<file path="src/common/hilbert_cfg.svh">
`ifndef HILBERT_CFG_SVH
`define HILBERT_CFG_SVH

// Number of filter taps.
// It must be odd so that the filter has a whole-sample group delay.
`define HILBERT_TAPS 27

// Width of the signed real input samples.
`define SAMPLE_WIDTH 16

// Signed coefficient width and the number of fraction bits in it.
`define COEFF_WIDTH 16
`define COEFF_FRAC 15

// Width of the imaginary output after the fraction bits are dropped.
// The tap magnitudes sum to about 2.5, so four spare bits leave headroom for any input.
`define IMAG_WIDTH (`SAMPLE_WIDTH + 4)

`endif

</file>
<file path="src/common/hilbertPkg.sv">
`default_nettype none

`include "hilbert_cfg.svh"

package hilbertPkg;

	// Group delay of the filter in samples, which is also the real path delay.
	localparam int GROUP_DELAY = (`HILBERT_TAPS - 1) / 2;

	localparam real PI = 3.14159265358979323846;

	// One signed real sample as it enters the transformer.
	typedef logic signed [`SAMPLE_WIDTH-1:0] sampleT;

	// One signed filter tap in fixed point with COEFF_FRAC fraction bits.
	typedef logic signed [`COEFF_WIDTH-1:0] coeffT;

	// One analytic output sample.
	// The real part is the delayed input and the imaginary part is the filter output.
	typedef struct packed {
		sampleT realPart;
		logic signed [`IMAG_WIDTH-1:0] imagPart;
	} analyticT;

	// Ideal Hilbert impulse response sampled at a tap index.
	// Taps at an even distance from the centre are zero.
	// The odd ones are 2/(pi*offset), scaled to fixed point and rounded to nearest.
	function automatic coeffT hilbertCoeff(input int unsigned tapIndex);
		int offset;
		real scaled;
		int rounded;
		offset = int'(tapIndex) - GROUP_DELAY;
		if (offset % 2 == 0) begin
			return '0;
		end
		scaled = 2.0 / (PI * real'(offset)) * (2.0 ** `COEFF_FRAC);
		// The cast from real rounds to the nearest integer.
		rounded = int'(scaled);
		return coeffT'(rounded);
	endfunction

endpackage

`default_nettype wire

</file>
<file path="src/hw/hilbertCoeffRom.sv">
`timescale 1ns/1ps
`default_nettype none

`include "hilbert_cfg.svh"

module hilbertCoeffRom (
	input wire logic clock,
	input wire logic rstN,
	output logic coeffValid,
	output hilbertPkg::coeffT coeffData
);

	localparam int TAPS = `HILBERT_TAPS;
	localparam int INDEX_WIDTH = $clog2(TAPS + 1);

	// Table of all tap values, fixed at elaboration.
	hilbertPkg::coeffT coeffTable [TAPS];

	logic [INDEX_WIDTH-1:0] tapIndex;
	logic finished;

	// Each entry is a constant, so the table folds into plain logic.
	for (genvar tapIdx = 0; tapIdx < TAPS; tapIdx++) begin : genTable
		localparam hilbertPkg::coeffT TAP_VALUE = hilbertPkg::hilbertCoeff(tapIdx);
		assign coeffTable[tapIdx] = TAP_VALUE;
	end

	// The index walks through the table once after reset, one tap per cycle.
	// When the last tap has gone out, the ROM parks and keeps coeffValid low.
	always_ff @(posedge clock) begin
		if (!rstN) begin
			tapIndex <= '0;
			finished <= 1'b0;
			coeffValid <= 1'b0;
		end else if (!finished) begin
			coeffValid <= 1'b1;
			if (tapIndex == TAPS - 1) begin
				finished <= 1'b1;
			end else begin
				tapIndex <= tapIndex + 1'b1;
			end
		end else begin
			coeffValid <= 1'b0;
		end
	end

	// The data register follows the index and needs no reset.
	always_ff @(posedge clock) begin
		if (!finished) begin
			coeffData <= coeffTable[tapIndex];
		end
	end

endmodule

`default_nettype wire

</file>
<file path="config.mk">
export PLATFORM = sky130hd
export DESIGN_NAME = hilbertCoeffRom
export DESIGN_NICKNAME = d
export VERILOG_FILES = /design/src/common/hilbertPkg.sv /design/src/hw/hilbertCoeffRom.sv
export VERILOG_INCLUDE_DIRS = /design/src /design/src/common
export SDC_FILE = /design/constraint.sdc
export NUM_CORES = 1
export LEC_CHECK = 0
export ABC_AREA = 1
export BUFFER_PORTS_ARGS = -buffer_cell sky130_fd_sc_hd__buf_2
export CAP_MARGIN = 20
export CORE_MARGIN = 4
export CORE_UTILIZATION = 55
export CTS_CLUSTER_SIZE = 24
export DETAILED_ROUTE_END_ITERATION = 12
export PLACE_DENSITY = 0.79
export SLEW_MARGIN = 20
export SYNTH_ARGS = -nofsm -noshare
export SYNTH_HDL_FRONTEND = slang
export SYNTH_SLANG_ARGS = --single-unit
</file>
<file path="constraint.sdc">
create_clock -name clock -period 2.49 [get_ports clock]
set_input_delay 0.249 -clock clock [delete_from_list [all_inputs] [get_ports clock]]
set_output_delay 0.249 -clock clock [all_outputs]
set_load 0.005 [all_outputs]
</file>
; ---- Word-level counts from Yosys, hierarchy flattened
; Memory sizes are Yosys's and may differ from the RTL's. A register that Yosys moved wholly into a read port is not among the register bits.
; Index checks and enable logic that the tools add are counted.
[word_totals]
rom_bits = 512
wordCells = 14
inputBits = 2
register_bits = 7
n_memories = 1
output_inout_bits = 17
[op_classes]
n_eq_ne = 1
n_bitwise = 3
n_reduce_logical = 2
addsub = 1
muxes = 3
[mem_list]
columns = memory, depth, width, rd, rd_ports_with_merged_regs, write_ports, line_no
row1 = (name not given), 32, 16, 1, 1, 0, hilbertCoeffRom.sv:50  ; coeffData <= coeffTable[tapIndex];
[ops]
columns = cell, count
row1 = 5-bit inverter with 6-bit output, 1
row2 = "5-bit by 1-bit adder with 5-bit output, second input constant", 1
row3 = "5-bit equality test, second input constant", 1
row4 = 1-bit two-way mux, 3
row5 = 1-bit inverter, 2
row6 = 2-bit AND reduction, 1
row7 = 1-bit logical NOT, 1

; ---- Logic depth before layout (Yosys ltp)
[logic_depth]
depth_word = 3
ltp_mapped = 9
depth_no_buf = 8

; ---- Least setup slack after synthesis
; OpenSTA, ideal clock, no wires.
[synth_timing]
path_kind = flip-flop to flip-flop
from = reg tapIndex[0]
to = reg coeffData[2], data pin
t_required_ns = 2.241
setup_slack_ns = 1.067
path_buffers = 1
path_stages_with_launch = 10
period_less_slack_ns = 1.423
setup_time_ns = 0.249
t_arrival_ns = 1.173
cell_sequence = dfxtp_1 > buf_4 > inv_2 > ha_1 > nand2_1 > o21ai_0 > nand2_1 > nand2_1 > nand2_1 > inv_1
[synth_between]
elab_chain_len = 1
[synth_rtl]
columns = element, line_no
row1 = "start, declared", hilbertCoeffRom.sv:19  ; logic [INDEX_WIDTH-1:0] tapIndex;
row2 = "start signal, assigned", hilbertCoeffRom.sv:40  ; tapIndex <= tapIndex + 1'b1;
row3 = 5-bit inverter with 6-bit output (implied by the code), hilbertCoeffRom.sv:50
row4 = "end, declared", hilbertCoeffRom.sv:10  ; output hilbertPkg::coeffT coeffData
; No other way between the ends.
; A chain may end at the register's enable or synchronous reset.

; ---- Worst setup path after layout
; Same ends and word-level chain as after synthesis.

==> impl_metrics.toml <==
[worst_hold_path]
worstHoldPathCells = 3
hold_path.class = "input port to register"
worstHoldStart = "rstN"
hold_end = "tapIndex[4]$_SDFFE_PN0P_"

[routing]
vias = 955
final_antenna_net_count = 0
wl_per_cell_um = 11.43
dr.pass1.iters = 4
viasPerCell = 5.365
drt_wl_total_um = 2034
route.detailed.drc = 0
drt_iter0_markers = 29

[synthesis]
yosys-mux-area-fraction_pct = 0
ys_types = 25
synth_fa_ha_area_share_pct = 5.435
synth_top_family_by_area = "simple AND/OR/NAND/NOR gates"
yosysTopAreaCell = "edfxtp_1"
synth_area_leaders = "edfxtp_1 (37%), dfxtp_1 (12%), nand2_1 (11%)"
synth_edf_count = 14
ys.flop_type = "edfxtp_1"
yosys.cell_count.top_type = "nand2_1"
synth_commonest_cells = "nand2_1 (34), nor2_1 (19), edfxtp_1 (14)"
synth-xor-area-share_pct = 0
synthDominantCellAreaShare_pct = 36.52
synth_seq_cells = 21
synth_area_per_cell_um2 = 8.464
yosys.area_share.simple_pct = 26.85
synth_compound_area_share_pct = 9.783
async_flop_share_pct = 0
syn_area_um2 = 1151
ys_seq_area_share_pct = 48.70
ys.warnings.count = 0
syn_nets = 143
syn_inst = 136

[sta]
rsz0062_at_grt = "no"
finClkSkew_ns = 0.0005768
min_period_ns = 1.749
post-route-period-util_pct = 70.25
fin_setup_tns_ns = 0
fmax_mhz = 571.7
final_hold_viol_count = 0
slew_viol_final = 0
setup_viol = 0
slew_headroom_pct = 57.53
worst_pin_slew_ns = 0.6362
fin_ws_ns = 0.7409

[placement]
dpl_cell_area_um2 = 1217
routabilityCongestion = 0.9275
dpl_worst_slack_ns = 0.7585
place_inst = 174
io_buffers = 18
place_hpwl_um = 1502

[global_route]
antenna_found_initial = 0
grt_pass1_vias = 854
grtUsageTotal_pct = 16.72
grt_pass1_wl_um = 3477
grt_overflow = 0
grt_max_degree = 22

[setup_path]
reg2reg_to = "coeffData[2]$_DFFE_PN_"
cp-end-kind = "register"
rrSetupSlack_ns = 0.74
arrival_ns = 1.84
reg2reg_depth = 8
startpoint_type = "register"
required_ns = 2.58
cp_max_fo = 10
worstSetupPathType = "register to register"
r2r_start = "tapIndex[0]$_SDFFE_PN0P_"

[die]
die_h_um = 53.75
num_rows = 16
die_area_um2 = 2889
core_um2 = 1982
ios = 19
start_util_pct = 58.08
die_w_um = 53.75

[clock_tree]
holdBufCountCts = 0
post_cts_resized = 0
cts_buffer_depth = 2
cts_tree = "yes"
cts_max_level = 1
clkSinkCount = 21
clock-root-buffer = "clkbuf_4"
clk_latency_ns = 0.31
post-cts-setup-buffers = 0
path_clk_slew_ns = 0.11
cts_made_buffers = 3

[cells_and_area]
nNetsFinal = 159
syn_to_final_growth_pct = 8.152
drive_above_1_share_pct = 23.84
diodes = 0
finalNonFillerCells = 178
design_area_um2 = 1245
utilization_pct = 62.82

[run_status]
outcome = "completed"

[run]
cap_violations = 0

[power]
vdd_drop_max_uv = 361.7
powerDensity_nw_per_um2 = 551.6
power_leakage_nw = 0.6075
-- critical path: stages (launching register included) --
cell,delay [ns]
dfxtp_1,0.59
inv_2,0.12
ha_1,0.26
nand2_1,0.11
o21ai_0,0.15
nand2_1,0.14
nand2_1,0.07
nand2_1,0.05
inv_1,0.03
-- cells by family after synthesis --
family,Yosys count
adders and majority gates,5
AOI/OAI and AO/OA,20
DFF,21
buffers and inverters,20
and+or+nand+nor,70
-- sequential cells by signal, summed over array words and instances, names as in the netlist --
name,count
tapIndex,5
coeffData,14
coeffValid,1
finished,1
-- layout by cell type, fill, tap and decap left out --
master	count
a21oi_1	7
a22oi_2	1
a31oi_1	1
buf_2	18
clkbuf_4	3
clkinv_2	1
dfxtp_1	7
edfxtp_1	14
ha_1	5
inv_1	7
inv_2	6
nand2_1	34
nand2_2	2
nand2_4	1
nand3_1	8
nand4_1	1
nand4_2	1
nor2_1	19
nor2_2	1
nor3_1	1
nor3_2	1
o21ai_0	1
o21ai_1	9
o21ai_2	1
or2_1	1
-- worst max-delay path by stage --
stage	endpoint	cells after the start	from
final	coeffData[2]$_DFFE_PN_	8	tapIndex[0]$_SDFFE_PN0P_
after global routing	coeffData[2]$_DFFE_PN_	8	tapIndex[0]$_SDFFE_PN0P_
after CTS	coeffData[2]$_DFFE_PN_	8	tapIndex[0]$_SDFFE_PN0P_
after detailed placement	coeffData[2]$_DFFE_PN_	8	tapIndex[0]$_SDFFE_PN0P_
after global placement	coeffData[2]$_DFFE_PN_	8	tapIndex[0]$_SDFFE_PN0P_
after floorplan	coeffData[2]$_DFFE_PN_	9	tapIndex[0]$_SDFFE_PN0P_
-- cell type report --
class                      count  area [µm²]
fill                         170       737.0
sequential                    21       560.5
multi-input combinational     95       484.2
timing repair buffer          18       90.09
inverter                      13       48.80
tap                           27       33.78
clock buffer                   3       22.52
clock inverter                 1       5.005
-- stage by stage --
stage,power (mW),hold WS [ns]
after floorplan,0.4949,0.3695
after global placement,0.5235,0.4194
after detailed placement,0.5281,0.4202
after CTS,0.6857,0.1860
after global routing,0.7251,0.1912
final,0.6868,0.1814
-- power by group --
group | total [mW] | leakage [nW] | internal [mW] | switching (mW)
Combinational | 0.101 | 0.382 | 0.0442 | 0.0566
Clock | 0.167 | 0.0177 | 0.0601 | 0.107
Sequential | 0.419 | 0.208 | 0.401 | 0.0184
-- metal layers --
layer / vias up / routed length (µm) / GRT usage [%]
met5: - / 0 / 0
met4: 0 / 43 / 9.787
met3: 7 / 142 / 2.770
met2: 51 / 1037 / 30.44
met1: 426 / 810 / 17.86
li1: 471 / - / -
Power figures use the tool's default switching activity.
