<file path="src/common/hilbert_cfg.svh">
`ifndef HILBERT_CFG_SVH
`define HILBERT_CFG_SVH

// Number of filter taps.
// It must be odd so that the filter has a whole-sample group delay.
`define HILBERT_TAPS 27

// Width of the signed real input samples.
`define SAMPLE_WIDTH 16

// Signed coefficient width and the number of fraction bits in it.
`define COEFF_WIDTH 16
`define COEFF_FRAC 15

// Width of the imaginary output after the fraction bits are dropped.
// The tap magnitudes sum to about 2.5, so four spare bits leave headroom for any input.
`define IMAG_WIDTH (`SAMPLE_WIDTH + 4)

`endif

</file>
<file path="src/common/hilbertPkg.sv">
`default_nettype none

`include "hilbert_cfg.svh"

package hilbertPkg;

	// Group delay of the filter in samples, which is also the real path delay.
	localparam int GROUP_DELAY = (`HILBERT_TAPS - 1) / 2;

	localparam real PI = 3.14159265358979323846;

	// One signed real sample as it enters the transformer.
	typedef logic signed [`SAMPLE_WIDTH-1:0] sampleT;

	// One signed filter tap in fixed point with COEFF_FRAC fraction bits.
	typedef logic signed [`COEFF_WIDTH-1:0] coeffT;

	// One analytic output sample.
	// The real part is the delayed input and the imaginary part is the filter output.
	typedef struct packed {
		sampleT realPart;
		logic signed [`IMAG_WIDTH-1:0] imagPart;
	} analyticT;

	// Ideal Hilbert impulse response sampled at a tap index.
	// Taps at an even distance from the centre are zero.
	// The odd ones are 2/(pi*offset), scaled to fixed point and rounded to nearest.
	function automatic coeffT hilbertCoeff(input int unsigned tapIndex);
		int offset;
		real scaled;
		int rounded;
		offset = int'(tapIndex) - GROUP_DELAY;
		if (offset % 2 == 0) begin
			return '0;
		end
		scaled = 2.0 / (PI * real'(offset)) * (2.0 ** `COEFF_FRAC);
		// The cast from real rounds to the nearest integer.
		rounded = int'(scaled);
		return coeffT'(rounded);
	endfunction

endpackage

`default_nettype wire

</file>
<file path="src/hw/analyticCombiner.sv">
`timescale 1ns/1ps
`default_nettype none

`include "hilbert_cfg.svh"

module analyticCombiner (
	input wire logic clock,
	input wire logic rstN,
	input wire logic coeffLoaded,
	input wire logic sampleValid,
	output logic sampleReady,
	input hilbertPkg::sampleT realPart,
	input wire logic signed [`IMAG_WIDTH-1:0] imagPart,
	output logic advance,
	output hilbertPkg::analyticT analyticOut,
	output logic outValid,
	input wire logic outReady
);

	// The input is taken only once the taps are in and the output slot is free
	// or being emptied in the same cycle.
	assign sampleReady = coeffLoaded && (!outValid || outReady);

	// An input transfer moves every stage by one sample.
	assign advance = sampleValid && sampleReady;

	// Output valid flag.
	// It drops only when the consumer takes the sample and nothing new arrives.
	always_ff @(posedge clock) begin
		if (!rstN) begin
			outValid <= 1'b0;
		end else if (advance) begin
			outValid <= 1'b1;
		end else if (outReady) begin
			outValid <= 1'b0;
		end
	end

	// Both parts belong to the same input sample, so they are captured together.
	always_ff @(posedge clock) begin
		if (advance) begin
			analyticOut.realPart <= realPart;
			analyticOut.imagPart <= imagPart;
		end
	end

	// A refused input sample must stay offered until it is taken.
	heldUntilTaken: assert property (
		@(posedge clock) disable iff (!rstN)
		(sampleValid && !sampleReady) |=> sampleValid
	) else $error("Input sample was withdrawn before it was accepted.");

endmodule

`default_nettype wire

</file>
<file path="config.mk">
export PLATFORM = sky130hd
export DESIGN_NAME = analyticCombiner
export DESIGN_NICKNAME = d
export VERILOG_FILES = /design/src/common/hilbertPkg.sv /design/src/hw/analyticCombiner.sv
export VERILOG_INCLUDE_DIRS = /design/src /design/src/common
export SDC_FILE = /design/constraint.sdc
export NUM_CORES = 1
export LEC_CHECK = 0
export BUFFER_PORTS_ARGS = -buffer_cell sky130_fd_sc_hd__buf_4
export CAP_MARGIN = 0
export CORE_UTILIZATION = 36
export CTS_CLUSTER_SIZE = 12
export DETAILED_ROUTE_END_ITERATION = 16
export PLACE_DENSITY = 0.83
export SYNTH_ARGS = -nofsm -noshare
export SYNTH_HDL_FRONTEND = slang
export SYNTH_SLANG_ARGS = --single-unit
</file>
<file path="constraint.sdc">
create_clock -name clock -period 1.4 [get_ports clock]
set_input_delay 0.28 -clock clock [delete_from_list [all_inputs] [get_ports clock]]
set_output_delay 0.28 -clock clock [all_outputs]
set_load 0.02 [all_outputs]
</file>
After elaboration in Yosys (flattened, before gate mapping) --
Index checks and enable logic that the tools add are counted.
Operators by class: mux-type cells 2, reductions and logical operators 5
Operator list (count):
- logical AND 1 bit | 2
- two-way mux 1 bit | 2
- nonzero test 2 bit | 1
- logical NOT 1 bit | 1
- logical OR 1 bit | 1
Word-level totals: register bits 37, input port bits 41, output and inout port bits 39, word-level logic and storage cells 10

Logic depth before layout (Yosys ltp) --
word-level depth 5, depth in mapped cells 2, depth with buffers taken out 2

Worst setup path before layout --
OpenSTA, ideal clock, no wires.
path type flip-flop to flip-flop, start reg outValid, end reg analyticOut[0] (netlist name) (enable), arrival 1189 ps, required time 1015 ps, path slack -174 ps, stages on the path, launching flop included 3, buffers on the path 0, clock period less this slack 1574 ps, cells stage by stage dfxtp_1 > nand2b_4 > nor2b_4
On the way: word-level cells in the longest chain between the ends 4
Ends and longest elaborated chain:
- start, declared | RTL line analyticCombiner.sv:16 | output logic outValid,
- start signal, assigned | RTL line analyticCombiner.sv:31 | outValid <= 1'b0;
- start signal, assigned | RTL line analyticCombiner.sv:33 | outValid <= 1'b1;
- start signal, assigned | RTL line analyticCombiner.sv:35 | outValid <= 1'b0;
- logical NOT 1 bit | RTL line analyticCombiner.sv:22 | assign sampleReady = coeffLoaded && (!outValid || outReady);
- logical OR 1 bit | RTL line analyticCombiner.sv:22
- logical AND 1 bit | RTL line analyticCombiner.sv:22
- logical AND 1 bit | RTL line analyticCombiner.sv:25 | assign advance = sampleValid && sampleReady;
- via advance | RTL line analyticCombiner.sv:14 | output logic advance,
- end, declared | RTL line analyticCombiner.sv:15 | output hilbertPkg::analyticT analyticOut,
The timed path passes the listed nets, and every way through them passes these cells. A chain may end at the register's enable or synchronous reset.

Final worst setup path --
start reg outValid, end out sampleReady
On the way: word-level cells in the longest chain between the ends 3
Ends and longest elaborated chain:
- logical NOT 1 bit | RTL line analyticCombiner.sv:22
- logical OR 1 bit | RTL line analyticCombiner.sv:22
- logical AND 1 bit | RTL line analyticCombiner.sv:22
- end, declared | RTL line analyticCombiner.sv:11 | output logic sampleReady,
No other way between the ends.

==> results.sh <==
export IMPL_timing_final_crit_share_pct=95.32
export IMPL_synth_top_area_share_pct=93.61
export IMPL_r2r_slack_ns=0.24
export IMPL_dp_cells=167
export IMPL_final_core_util_pct=62.42
export IMPL_status="complete, no violations"
export IMPL_synth_edff_count=36
export IMPL_synth_top_family_by_area="simple AND/OR/NAND/NOR gates"
export IMPL_numCtsBuffers=5
export IMPL_cp_start_kind="register"
export IMPL_cellPowerDensity_nw_per_um2=1078
export IMPL_relSlewSlack_pct=93.26
export IMPL_cp_end_kind="primary output"
export IMPL_ys_top_cells_by_area="edfxtp_1, dfxtp_1, nand2b_4"
export IMPL_drive_gt1_share_pct=71.97
export IMPL_grt_usage_pct=13.77
export IMPL_vdd_drop_max_mv=0.6938
export IMPL_area_growth_synth_to_final_pct=65.01
export IMPL_dr_pass1_iters=3
export IMPL_post_cts_resize_count=0
export IMPL_vias=738
export IMPL_ys_seq_area_share_pct=95.34
export IMPL_synth_area_um2=1155
export IMPL_initial_core_util_pct=37.83
export IMPL_route_met2_wl_mm=1.097
export IMPL_antenna_found_initial=0
export IMPL_synth_xor_area_share_pct=0
export IMPL_grt_pass1_wl_mm=3.174
export IMPL_clk_pin_slew_ns=0.10
export IMPL_die_w_um=58.64
export IMPL_final_cells=176
export IMPL_rr_worst_depth=4
export IMPL_hold_path_depth=1
export IMPL_grt_ovfl_total=0
export IMPL_drv_cap=0
export IMPL_grt_pass1_vias=764
export IMPL_cts_buffer_depth=2
export IMPL_routedLengthMet1_um=633
export IMPL_rsz0062_at_grt="false"
export IMPL_cts_tree="built"
export IMPL_viasPerCell=4.193
export IMPL_post_synth_mux_area_share_pct=0
export IMPL_max_freq_ghz=0.7494
export IMPL_dr_max_layer_used="met4"
export IMPL_antenna_left=0
export IMPL_tns_ns=0
export IMPL_timing_rr_start="outValid"
export IMPL_drt_initial_drc_count=11
export IMPL_cp_required_ns=1.12
export IMPL_synth_area_leader_cell="edfxtp_1"
export IMPL_synthAdderAreaFrac_pct=0
export IMPL_synth_distinct_cells=7
export IMPL_grt_max_degree=20
export IMPL_drc=0
export IMPL_finalCriticalPeriod_ns=1.334
export IMPL_final_nets=172
export IMPL_worst_setup_path_type="register to primary output"
export IMPL_yosysMostFrequentCell="edfxtp_1"
export IMPL_hold_viol=0
export IMPL_r2r_end="analyticOut[10]"
export IMPL_cts_sinks=37
export IMPL_min_delay_start="imagPart[7]"
export IMPL_post_dp_hpwl_mm=1.706
export IMPL_clock_skew_ns=0.006485
export IMPL_portBuffers=79
export IMPL_yosys_warnings=0
export IMPL_postCtsHoldBufs=0
export IMPL_placementRows=20
export IMPL_cts_root_buffer="clkbuf_4"
export IMPL_diodes=0
export IMPL_ys_seq_elements=37
export IMPL_synth_cells=42
export IMPL_setup_viol=0
export IMPL_gp_congestion=0.7017
export IMPL_drt_wirelength_per_cell_um=12.30
export IMPL_avgSynthCellArea_um2=27.50
export IMPL_dr_wl_met3_um=393
export IMPL_slew_viol_final=0
export IMPL_leakagePower_uw=0.0008089
export IMPL_synth_compound_area_share_pct=0.9751
export IMPL_synth_async_reset_ratio_pct=0
export IMPL_h_tree_depth=2
export IMPL_nFillCells=243
export IMPL_cts_setup_buffers=1
export IMPL_min_to="analyticOut[7]"
export IMPL_clk_latency_ns=0.33
export IMPL_yosys_area_share_simple_pct=3.684
export IMPL_die_h_um=58.64
export IMPL_crit_fanout=3
export IMPL_worst_slew_pin_slew_ns=0.1007
export IMPL_ios=80
export IMPL_syn_nets=83
export IMPL_hp_class="input port to register"
export IMPL_drt_wl_total_mm=2.165
export IMPL_worstPathArrival_ns=1.05
export IMPL_coreArea_um2=3053
export IMPL_synth_flop_cell="edfxtp_1"
export IMPL_fp_dieArea_um2=3439
## worst max-delay path by stage
stage	slack, ns	startpoint	cells past startpoint	endpoint
6_report	0.07	outValid	3	sampleReady
5_1_grt	0.02	outValid	3	sampleReady
4_1_cts	0.04	outValid	3	sampleReady
3_5_place_dp	0.21	outReady	4	analyticOut[9]
3_3_place_gp	0.23	outReady	4	analyticOut[33]
2_1_floorplan	-0.12	outValid	2	analyticOut[0]
## worst max-delay path: stages, from the launching register on
cell	delay, ns
dfxtp_4	0.37
nand2b_4	0.06
and2_4	0.15
buf_4	0.15
## layout by cell type, fill, tap and decap left out
cell type  instances
edfxtp_1          36
a21boi_2           1
buf_4             80
nor2b_4            1
buf_12             2
nand2b_4           1
clkbuf_4           5
clkinv_2           2
and2_4             1
nand2_2            1
clkbuf_1           1
dfxtp_4            1
## registers in the layout (all words and copies together), names as in the netlist
name and cells:
analyticOut 36, outValid 1
## kinds of logic (layout without fill, tap and decap cells)
logic type | after synthesis | count (layout)
flops | 37 | 37
simple gates | 4 | 4
buf+inv | 0 | 90
compound gates | 1 | 1
## metrics by stage
step	hold WS [ns]	power (uW)	worst slack [ns]	cell area [um^2]
2_1_floorplan	0.3789	1401	-0.1188	1159
3_3_place_gp	0.4578	1571	0.2335	1847
3_5_place_dp	0.4594	1577	0.2135	1847
4_1_cts	0.09839	2083	0.04466	1906
5_1_grt	0.08664	2135	0.01867	1906
6_report	0.1150	2054	0.06557	1906
## routing by layer
| metal | vias to the layer above | global-route usage, % |
|---|---|---|
| met3 | 6 | 11.87 |
| met2 | 61 | 23.15 |
| li1 | 344 | - |
| met5 | - | 0 |
| met1 | 327 | 10.30 |
| met4 | 0 | 8.163 |
## power breakdown
part           switching, uW  internal (uW)  leakage, uW
clock                    313            191    0.0000320
combinational            120            148     0.000431
sequential              13.0           1270     0.000346
total                    446           1610     0.000809
## cell type report
| class | instances | area (um^2) | share of cell area [%] |
|---|---|---|---|
| clock buffer | 6 | 41.29 | 2.167 |
| clock inverter | 2 | 10.01 | 0.5253 |
| multi-input combinational | 5 | 53.80 | 2.823 |
| sequential | 37 | 1105 | 57.98 |
| tap | 44 | 55.05 | 2.889 |
| timing repair buffer | 82 | 640.6 | 33.62 |
(Power assumes the default switching activity.)
