### src/common/hilbert_cfg.svh
`ifndef HILBERT_CFG_SVH
`define HILBERT_CFG_SVH

// Number of filter taps.
// It must be odd so that the filter has a whole-sample group delay.
`define HILBERT_TAPS 27

// Width of the signed real input samples.
`define SAMPLE_WIDTH 16

// Signed coefficient width and the number of fraction bits in it.
`define COEFF_WIDTH 16
`define COEFF_FRAC 15

// Width of the imaginary output after the fraction bits are dropped.
// The tap magnitudes sum to about 2.5, so four spare bits leave headroom for any input.
`define IMAG_WIDTH (`SAMPLE_WIDTH + 4)

`endif

### src/common/hilbertPkg.sv
`default_nettype none

`include "hilbert_cfg.svh"

package hilbertPkg;

	// Group delay of the filter in samples, which is also the real path delay.
	localparam int GROUP_DELAY = (`HILBERT_TAPS - 1) / 2;

	localparam real PI = 3.14159265358979323846;

	// One signed real sample as it enters the transformer.
	typedef logic signed [`SAMPLE_WIDTH-1:0] sampleT;

	// One signed filter tap in fixed point with COEFF_FRAC fraction bits.
	typedef logic signed [`COEFF_WIDTH-1:0] coeffT;

	// One analytic output sample.
	// The real part is the delayed input and the imaginary part is the filter output.
	typedef struct packed {
		sampleT realPart;
		logic signed [`IMAG_WIDTH-1:0] imagPart;
	} analyticT;

	// Ideal Hilbert impulse response sampled at a tap index.
	// Taps at an even distance from the centre are zero.
	// The odd ones are 2/(pi*offset), scaled to fixed point and rounded to nearest.
	function automatic coeffT hilbertCoeff(input int unsigned tapIndex);
		int offset;
		real scaled;
		int rounded;
		offset = int'(tapIndex) - GROUP_DELAY;
		if (offset % 2 == 0) begin
			return '0;
		end
		scaled = 2.0 / (PI * real'(offset)) * (2.0 ** `COEFF_FRAC);
		// The cast from real rounds to the nearest integer.
		rounded = int'(scaled);
		return coeffT'(rounded);
	endfunction

endpackage

`default_nettype wire

### src/hw/groupDelay.sv
`timescale 1ns/1ps
`default_nettype none

module groupDelay (
	input wire logic clock,
	input wire logic rstN,
	input wire logic advance,
	input hilbertPkg::sampleT sampleIn,
	output hilbertPkg::sampleT realPart
);

	// The real path lags by the filter's group delay.
	localparam int DELAY = hilbertPkg::GROUP_DELAY;

	if (DELAY == 0) begin : genNoDelay

		// A single-tap filter has no delay, so the sample passes straight through.
		assign realPart = sampleIn;

	end else begin : genDelayLine

		// Entry i holds the input from i+1 accepted samples ago.
		hilbertPkg::sampleT delayLine [DELAY];

		// The line steps together with the filter window.
		// Reset fills it with zeros to match the filter history.
		always_ff @(posedge clock) begin
			if (!rstN) begin
				delayLine <= '{default: '0};
			end else if (advance) begin
				delayLine[0] <= sampleIn;
				for (int i = 1; i < DELAY; i++) begin
					delayLine[i] <= delayLine[i-1];
				end
			end
		end

		// The oldest entry lines up with the centre tap of the filter.
		assign realPart = delayLine[DELAY-1];

	end

endmodule

`default_nettype wire

### config.mk
export PLATFORM = sky130hd
export DESIGN_NAME = groupDelay
export DESIGN_NICKNAME = d
export VERILOG_FILES = /design/src/common/hilbertPkg.sv /design/src/hw/groupDelay.sv
export VERILOG_INCLUDE_DIRS = /design/src /design/src/common
export SDC_FILE = /design/constraint.sdc
export NUM_CORES = 1
export LEC_CHECK = 0
export BUFFER_PORTS_ARGS = -buffer_cell sky130_fd_sc_hd__buf_2
export CORE_ASPECT_RATIO = 1.1
export CORE_MARGIN = 8
export CORE_UTILIZATION = 50
export CTS_BUF_LIST = sky130_fd_sc_hd__clkbuf_4 sky130_fd_sc_hd__clkbuf_8
export DETAILED_ROUTE_END_ITERATION = 16
export PLACE_DENSITY_LB_ADDON = 0.1
export SKIP_CTS_REPAIR_TIMING = 1
export SYNTH_ARGS = -nofsm -noshare
export SYNTH_HDL_FRONTEND = slang
export SYNTH_SLANG_ARGS = --single-unit
### constraint.sdc
create_clock -name clock -period 2.15 [get_ports clock]
set_clock_uncertainty 0.05 [all_clocks]
set_input_delay 0.43 -clock clock [delete_from_list [all_inputs] [get_ports clock]]
set_output_delay 0.43 -clock clock [all_outputs]
set_load 0.01 [all_outputs]
* Yosys cells after proc, flatten, opt, wreduce, memory -nomap -nowiden *
Cells that the tools add are included.

word-level totals
  bits in registers = 208
  input port bits = 19
  output and inout bits = 16
  logic and storage cells = 13

* Depth between registers and ports, before layout *
Gate-level depths: netlist (run 1).

  depth after elaboration = 0
  gate-level depth with buffers = 5
  depth with buffers taken out = 2

* Worst setup path after synthesis (run 1) *
Ideal clock, no wire load.

  path kind = input port to flip-flop
  start point = in advance
  end point = reg genDelayLine.delayLine[100] in the netlist's numbering
  setup time = 0.116 ns
  arrival = 1.119 ns
  data required time = 1.984 ns
  path slack = 0.865 ns
  stages = 5
  path buffers = 3
  path through = buf_4 buf_6 buf_6 mux2i_1 nor2b_1

RTL lines
  element                        line              text
  start, declared                groupDelay.sv:7   input wire logic advance,
  end signal, assigned by index  groupDelay.sv:33  delayLine[i] <= delayLine[i-1];
  end, declared                  groupDelay.sv:23  hilbertPkg::sampleT delayLine [DELAY];

* Final worst setup path (run 1) *
  start point = reg genDelayLine.delayLine, in the netlist realPart[4]
  end point = out realPart[4]

RTL lines
  element        line             text
  end, declared  groupDelay.sv:9  output hilbertPkg::sampleT realPart

No word-level cell between the ends.

==> results of run 1 <==
==> path summary, 6_finish.rpt <==
check	start	end	slack [ns]
setup / recovery	realPart[4]	realPart[4]	0.66
hold / removal	sampleIn[11]	genDelayLine.delayLine[203]	0.14
setup reg to reg	genDelayLine.delayLine[205]	genDelayLine.delayLine[189]	1.44
hold reg to reg	genDelayLine.delayLine[145]	genDelayLine.delayLine[129]	0.44
==> kinds of logic after synthesis <==
group / Yosys count
AND/OR/NAND/NOR: 208
flip-flops: 208
buffers and inverters: 62
multiplexers: 208
==> layout make-up <==
| type | instances | area, µm² | area share (%) |
|---|---|---|---|
| timing repair buffer | 45 | 353 | 3.97 |
| tap | 200 | 250 | 2.81 |
| sequential | 208 | 4160 | 46.8 |
| clock buffer | 62 | 741 | 8.33 |
| multi-input combinational | 416 | 3380 | 38.1 |
==> state kept, by name, summed over array words and instances (netlist names) <==
name and count:
genDelayLine.delayLine 192, realPart 16
==> per-layer routing <==
metal / vias to the layer above / global-route usage [%] / share of wire, %
met5: - / 0 / 0
met4: 0 / 5.50 / 2.8
met3: 30 / 4.12 / 4.6
met2: 64 / 19.8 / 45
met1: 1985 / 14.8 / 47
li1: 2308 / - / -
==> cell usage after synthesis <==
| library cell | count | area, µm² |
|---|---|---|
| clkbuf_1 | 21 | 78.8 |
| buf_6 | 14 | 158 |
| nor2b_1 | 208 | 1300 |
| buf_4 | 26 | 195 |
| buf_2 | 1 | 5.00 |
| mux2i_1 | 208 | 2080 |
| dfxtp_1 | 208 | 4160 |
==> power breakdown <==
| part | internal [µW] | switching (µW) | total [µW] |
|---|---|---|---|
| Clock | 2140 | 1430 | 3570 |
| Sequential | 3890 | 20.3 | 3910 |
| Combinational | 192 | 169 | 362 |
==> layout by cell type, fill, tap and decap left out <==
| cell type | count |
|---|---|
| dfxtp_1 | 208 |
| mux2i_1 | 208 |
| clkbuf_8 | 44 |
| nor2b_1 | 208 |
| buf_4 | 5 |
| buf_8 | 1 |
| clkbuf_4 | 18 |
| buf_12 | 7 |
| buf_2 | 32 |
==> per-stage QoR <==
stage | hold WS [ns] | setup WS, ns | cell area (µm²) | instances | utilization (%)
5_1_grt | 0.127 | 0.572 | 8890 | 931 | 56.7
6_report | 0.138 | 0.656 | 8890 | 931 | 56.7
2_1_floorplan | 0.432 | 0.865 | 7980 | 686 | -
3_5_place_dp | 0.450 | 0.589 | 8150 | 869 | 52.0
4_1_cts | 0.0980 | 0.580 | 8890 | 931 | 56.7
3_3_place_gp | 0.441 | 0.617 | 8150 | 869 | 52.0
==> results_dict.tcl, run 1 <==
set metrics [dict create \
    status "complete, no violations" \
    die_w_um 136 \
    grt_pass1_vias 4408 \
    wirelength_um 12200 \
    grt_use_total_pct 12.4 \
    power_density_nw_per_um2 883 \
    seq_area_frac_synth_pct 52.2 \
    crit_fanout 2 \
    slew_violations 0 \
    synth_mux_area_share_pct 26.1 \
    yosys_warnings 0 \
    die_h_um 149 \
    synth_adder_area_share_pct 0 \
    netlist_instances 686 \
    first_iter_violations 177 \
    rsz0062_at_grt "false" \
    drive_gt1_share_pct 14.6 \
    ys_types 7 \
    ant_nets 0 \
    slowest_stage "dfxtp_1" \
    dr.pass1.iters 6 \
    tightest_slew_ns 0.398 \
    grt_max_degree 80 \
    min_period_ns 1.49 \
    synth-compound-area-share_pct 0 \
    clockRootBuffer "clkbuf_8" \
    hold_path_depth 3 \
    place.port_buffers 34 \
    hpwl_um 7520 \
    hold_class "in -> reg" \
    core_area_um2 15700 \
    cts-buffers-inserted 35 \
    cp.depth 1 \
    cts_tree "yes" \
    viasPerCell 4.71 \
    clock_latency_ns 0.50 \
    grt_overflow 0 \
    cts-root-to-sink-buffers 3 \
    grt_pass1_wl_um 21000 \
    die-area_um2 20300 \
    area_growth_syn_to_layout_pct 11.4 \
    fp-row-count 48 \
    crit_chain "buf_2" \
    setup_viol 0 \
    n_fill_cell 1380 \
    max_cap_violations 0 \
    power_leakage_uw 0.00372 \
    synthXorXnorAreaFrac_pct 0 \
    relSlewSlack_pct 73.4 \
    avgSynthCellArea_um2 11.6 \
    wl_per_cell_um 13.1 \
    synth_nets 705 \
    initial_core_util_pct 50.9 \
    cpPeakStageDelay_ns 0.38 \
    antenna_found_initial 0 \
    arrival_ns 1.01 \
    critPathTopFamily "flip-flops" \
    vdd_ir_drop_max_mv 0.518 \
    synth-simple-area-share_pct 16.3 \
    n_antenna_cell 0 \
    nNetsFinal 725 \
    ios 35 \
    required_ns 1.67 \
    worst_setup_path_end_kind "output port" \
    drc 0 \
    path_buf_inv 1 \
    max_freq_mhz 669 \
    critPathLaunchType "register" \
    fin_crit_sh_pct 69.5 \
    synth_top_family_by_area "multiplexers" \
    cts.clk_slew.worst_paths_ns 0.06 \
    power_uw 7850 \
    via_count 4387 \
    htreeDepth 2 \
    place.gp.congestion 0.668 \
    hold_viol_final 0 \
    r2r_cells 2 \
    tns_ns 0 \
    syn_area_um2 7980 \
    crit_type "reg -> out" \
    synth_seq_cells 208 \
    numClockSinks 208 \
]
Note: power is estimated with default switching activity, not from simulation.
==> run 2, diff against run 1 <==
==> constraint.sdc (replaced) <==
create_clock -name clock -period 1.3 [get_ports clock]
set_clock_uncertainty 0.05 [all_clocks]
set_input_delay 0.26 -clock clock [delete_from_list [all_inputs] [get_ports clock]]
set_output_delay 0.26 -clock clock [all_outputs]
set_load 0.01 [all_outputs]
==> run 2 against run 1 <==
The run now ends with negative hold slack left. Via count grew 1.7%. Clock power rose by 70%. Cell count rose by 1.5%. Die area is the same. Setup slack got worse by 0.61 ns. Count of clock-buffer cells in the layout shrank 3. Design area rose by 3.0%. Combinational power is 73% higher. Global-route usage is essentially flat. Largest power group unchanged.
==> results_dict.tcl, run 2 (synthesis results as in run 1) <==
set metrics [dict create \
    status "finished, violations left" \
    violations "negative hold slack" \
    multi_input_area_um2 3380 \
    grt_overflow 0 \
    cts.clk_slew.worst_paths_ns 0.06 \
    ios 35 \
    worst_setup_path_end_kind "output port" \
    clock_latency_ns 0.51 \
    viasPerCell 4.72 \
    hpwl_um 7530 \
    area_growth_syn_to_layout_pct 14.7 \
    place.port_buffers 34 \
    reg2reg_slack_ns 0.54 \
    antenna_found_initial 0 \
    gr-max-usage-layer "met2" \
    max_cap_violations 0 \
    wirelength_um 12300 \
    crit_fanout 2 \
    initial_core_util_pct 50.9 \
    slew_violations 0 \
    largest_register_ffs 192 \
    required_ns 0.99 \
    power_leakage_uw 0.00379 \
    vdd_ir_drop_max_mv 0.806 \
    die_h_um 149 \
    startpoint "realPart[1]" \
    first_iter_violations 157 \
    htreeDepth 2 \
    power_uw 13200 \
    ant_nets 0 \
    r2r-start "realPart[12]" \
    final_core_util_pct 58.4 \
    cts_tree "yes" \
    die_w_um 136 \
    nNetsFinal 739 \
    drive_gt1_share_pct 16.8 \
    die-area_um2 20300 \
    rsz0062_at_grt "true" \
    fin_worst_hold_slack_ns -0.0276 \
    crit_chain "buf_6" \
    n_antenna_cell 0 \
    wl_per_cell_um 13.0 \
    fp-row-count 48 \
    relSlewSlack_pct 65.7 \
    setup_viol 0 \
    grt_use_total_pct 12.4 \
    max_freq_mhz 794 \
    use_met2_pct 20.1 \
    slowest_stage "dfxtp_2" \
    grt_pass1_wl_um 21100 \
    largest_register "genDelayLine.delayLine" \
    final_cell_mix "mux2i_1 (208), nor2b_1 (208), dfxtp_1 (192)" \
    grt_pass1_vias 4429 \
    clockRootBuffer "clkbuf_8" \
    worstHoldStart "sampleIn[2]" \
    power_density_nw_per_um2 1440 \
    n_fill_cell 1340 \
    hold_viol_final 3 \
    cpPeakStageDelay_ns 0.33 \
    min_period_ns 1.26 \
    met3_usage_pct 3.81 \
    place.gp.congestion 0.695 \
    arrival_ns 0.95 \
    via_count 4463 \
    tightest_slew_ns 0.515 \
    register_area_um2 4180 \
    dr.pass1.iters 4 \
    numClockSinks 208 \
    use_met1_pct 14.8 \
    fin_crit_sh_pct 96.8 \
    crit_type "reg -> out" \
    critPathLaunchType "register" \
    path_buf_inv 1 \
    core_area_um2 15700 \
    critPathTopFamily "flip-flops" \
    grt_max_degree 82 \
    drc 0 \
    cts-buffers-inserted 36 \
    hold_class "in -> reg" \
    cts-root-to-sink-buffers 3 \
]
[run 2: worst min-delay path: stages]
cell,delay (ns)
buf_2,0.08
mux2i_1,0.05
nor2b_1,0.09
[run 2: per-layer routing]
layer	wire length, µm	part of all wire, %
met1	5810	47
met2	5740	47
met3	501	4.1
met4	270	2.2
met5	0	0
[run 2: worst paths after layout]
path                                               endpoint  cells past startpoint
worst max-delay path                            realPart[1]                      1
worst min register to register                 realPart[15]                      2
worst min-delay path            genDelayLine.delayLine[194]                      3
worst max register to register                 realPart[12]                      3
[run 2: final cells by class]
class / instances / share of cell area [%]
Tap cell: 200 / 2.73
Sequential cell: 208 / 45.7
Multi-Input combinational cell: 416 / 37.0
Clock buffer: 59 / 8.19
Timing Repair Buffer: 58 / 6.14
Clock inverter: 4 / 0.273
[run 2: where the power goes]
part / total [µW] / leakage, µW / internal (µW) / switching [µW]
clock network: 6070 / 0.000406 / 3630 / 2440
logic: 626 / 0.00170 / 340 / 285
registers: 6470 / 0.00169 / 6440 / 33.4
total: 13200 / 0.00379 / 10400 / 2760
[run 2: stage by stage]
step / instance area (µm²) / std cells / worst slack (ns) / TNS (ns)
final: 9150 / 945 / 0.0412 / 0
after floorplan: 7980 / 686 / 0.185 / 0
after global placement: 8140 / 869 / 0.132 / 0
after CTS: 8910 / 932 / -0.0484 / -0.290
after detailed placement: 8140 / 869 / 0.0976 / 0
after global routing: 9150 / 945 / -0.0146 / -0.0489
==> run 3, diff against run 2 <==
--- a/config.mk
+++ b/config.mk
@@ -12,7 +12,9 @@
 export CORE_UTILIZATION = 50
 export CTS_BUF_LIST = sky130_fd_sc_hd__clkbuf_4 sky130_fd_sc_hd__clkbuf_8
 export DETAILED_ROUTE_END_ITERATION = 16
+export GPL_TIMING_DRIVEN = 0
 export PLACE_DENSITY_LB_ADDON = 0.1
+export RECOVER_POWER = 50
 export SKIP_CTS_REPAIR_TIMING = 1
 export SYNTH_ARGS = -nofsm -noshare
 export SYNTH_HDL_FRONTEND = slang
==> run 3 against run 2 <==
The flow still finishes with violations (negative hold slack). Non-clock buffer count is 34 higher. Count of clock-buffer cells in the layout is 4 lower. Critical path depth stayed put. Worst hold slack worse by 0.0042 ns. Die area stayed put. Combinational power is 6.1% higher. Largest cell class unchanged. Design area is 1.3% higher. Setup slack better by 0.0082 ns. Via count is 3.9% higher. Sequential power hardly changed.
==> results_dict.tcl, run 3 (synthesis results as in run 1) <==
set metrics [dict create \
    status "finished, violations left" \
    violations "negative hold slack" \
    die_h_um 149 \
    fin_worst_hold_slack_ns -0.0318 \
    hold_class "in -> reg" \
    critPathTopFamily "flip-flops" \
    crit_fanout 2 \
    via_count 4638 \
    slowest_stage "dfxtp_2" \
    vdd_ir_drop_max_mv 1.42 \
    viasPerCell 4.75 \
    die-area_um2 20300 \
    hold_viol_final 2 \
    die_w_um 136 \
    dp_slack_ns -0.115 \
    place.gp.congestion 0.746 \
    critPathLaunchType "register" \
    cts-root-to-sink-buffers 3 \
    max_cap_violations 0 \
    max_freq_mhz 800 \
    wirelength_um 13900 \
    tns_ns 0 \
    first_iter_violations 132 \
    core_area_um2 15700 \
    final_area_um2 9270 \
    htreeDepth 2 \
    drive_gt1_share_pct 17.4 \
    crit_chain "buf_6" \
    arrival_ns 0.94 \
    cts_tree "yes" \
    clockRootBuffer "clkbuf_8" \
    timing.final.ws_setup_ns 0.0494 \
    nNetsFinal 773 \
    grt_pass1_wl_um 23200 \
    power_density_nw_per_um2 1410 \
    initial_core_util_pct 50.9 \
    placed_cell_area_um2 8390 \
    path_buf_inv 1 \
    dr.pass1.iters 4 \
    relSlewSlack_pct 76.3 \
    cts.clk_slew.worst_paths_ns 0.05 \
    required_ns 0.99 \
    area_growth_syn_to_layout_pct 16.1 \
    wl_per_cell_um 14.2 \
    grt_max_degree 11 \
    worst_setup_path_end_kind "output port" \
    ant_nets 0 \
    tightest_slew_ns 0.355 \
    crit_type "reg -> out" \
    numClockSinks 208 \
    rsz0062_at_grt "true" \
    grt_use_total_pct 13.9 \
    place.port_buffers 32 \
    ios 35 \
    fin_crit_sh_pct 96.2 \
    power_leakage_uw 0.00385 \
    clock_latency_ns 0.51 \
    antenna_found_initial 0 \
    grt_pass1_vias 4751 \
    cts-buffers-inserted 36 \
    grt_overflow 0 \
    slew_violations 0 \
    drc 0 \
    n_antenna_cell 0 \
    setup_viol 0 \
    cpPeakStageDelay_ns 0.32 \
    final_cell_mix "mux2i_1 (208), nor2b_1 (208), dfxtp_1 (192)" \
    largest_register "genDelayLine.delayLine" \
    fp-row-count 48 \
    hpwl_um 10000 \
    largest_register_ffs 192 \
    min_period_ns 1.25 \
]
[run 3: cell type report]
class / instances / area [µm²]
fill: 1307 / 6400
sequential: 208 / 4180
multi-input combinational: 416 / 3380
clock buffer: 55 / 688
timing repair buffer: 46 / 395
buffer: 46 / 317
tap: 200 / 250
clock inverter: 5 / 55.1
[run 3: through the flow]
stage | utilization (%) | hold slack, ns | std cells | power [µW]
final | 59.2 | -0.0318 | 976 | 13100
after global routing | 59.2 | 0.000885 | 976 | 13700
after CTS | 58.3 | -0.0723 | 978 | 13300
after detailed placement | 53.6 | 0.454 | 918 | 7260
after global placement | 53.6 | 0.450 | 918 | 7240
after floorplan | - | 0.379 | 686 | 7120
[run 3: metal layers]
layer,vias up,GRT usage [%],part of all wire [%]
met1,2156,16.3,44
met4,0,5.22,2.1
li1,2391,-,-
met2,66,23.6,50
met5,-,0,0
met3,25,3.91,3.8
[run 3: final timing paths]
check | slack, ns | startpoint | cells past startpoint | to
setup / recovery | 0.05 | realPart[2] | 1 | realPart[2]
hold / removal | -0.03 | sampleIn[10] | 3 | genDelayLine.delayLine[202]
setup reg to reg | 0.43 | realPart[2] | 3 | realPart[2]
hold reg to reg | 0.46 | genDelayLine.delayLine[154] | 2 | genDelayLine.delayLine[138]
[run 3: where the power goes]
group | leakage [µW] | total (µW) | internal, µW | switching, µW
registers | 0.00169 | 6480 | 6440 | 35.0
clock network | 0.000389 | 5970 | 3550 | 2420
logic | 0.00177 | 664 | 360 | 304
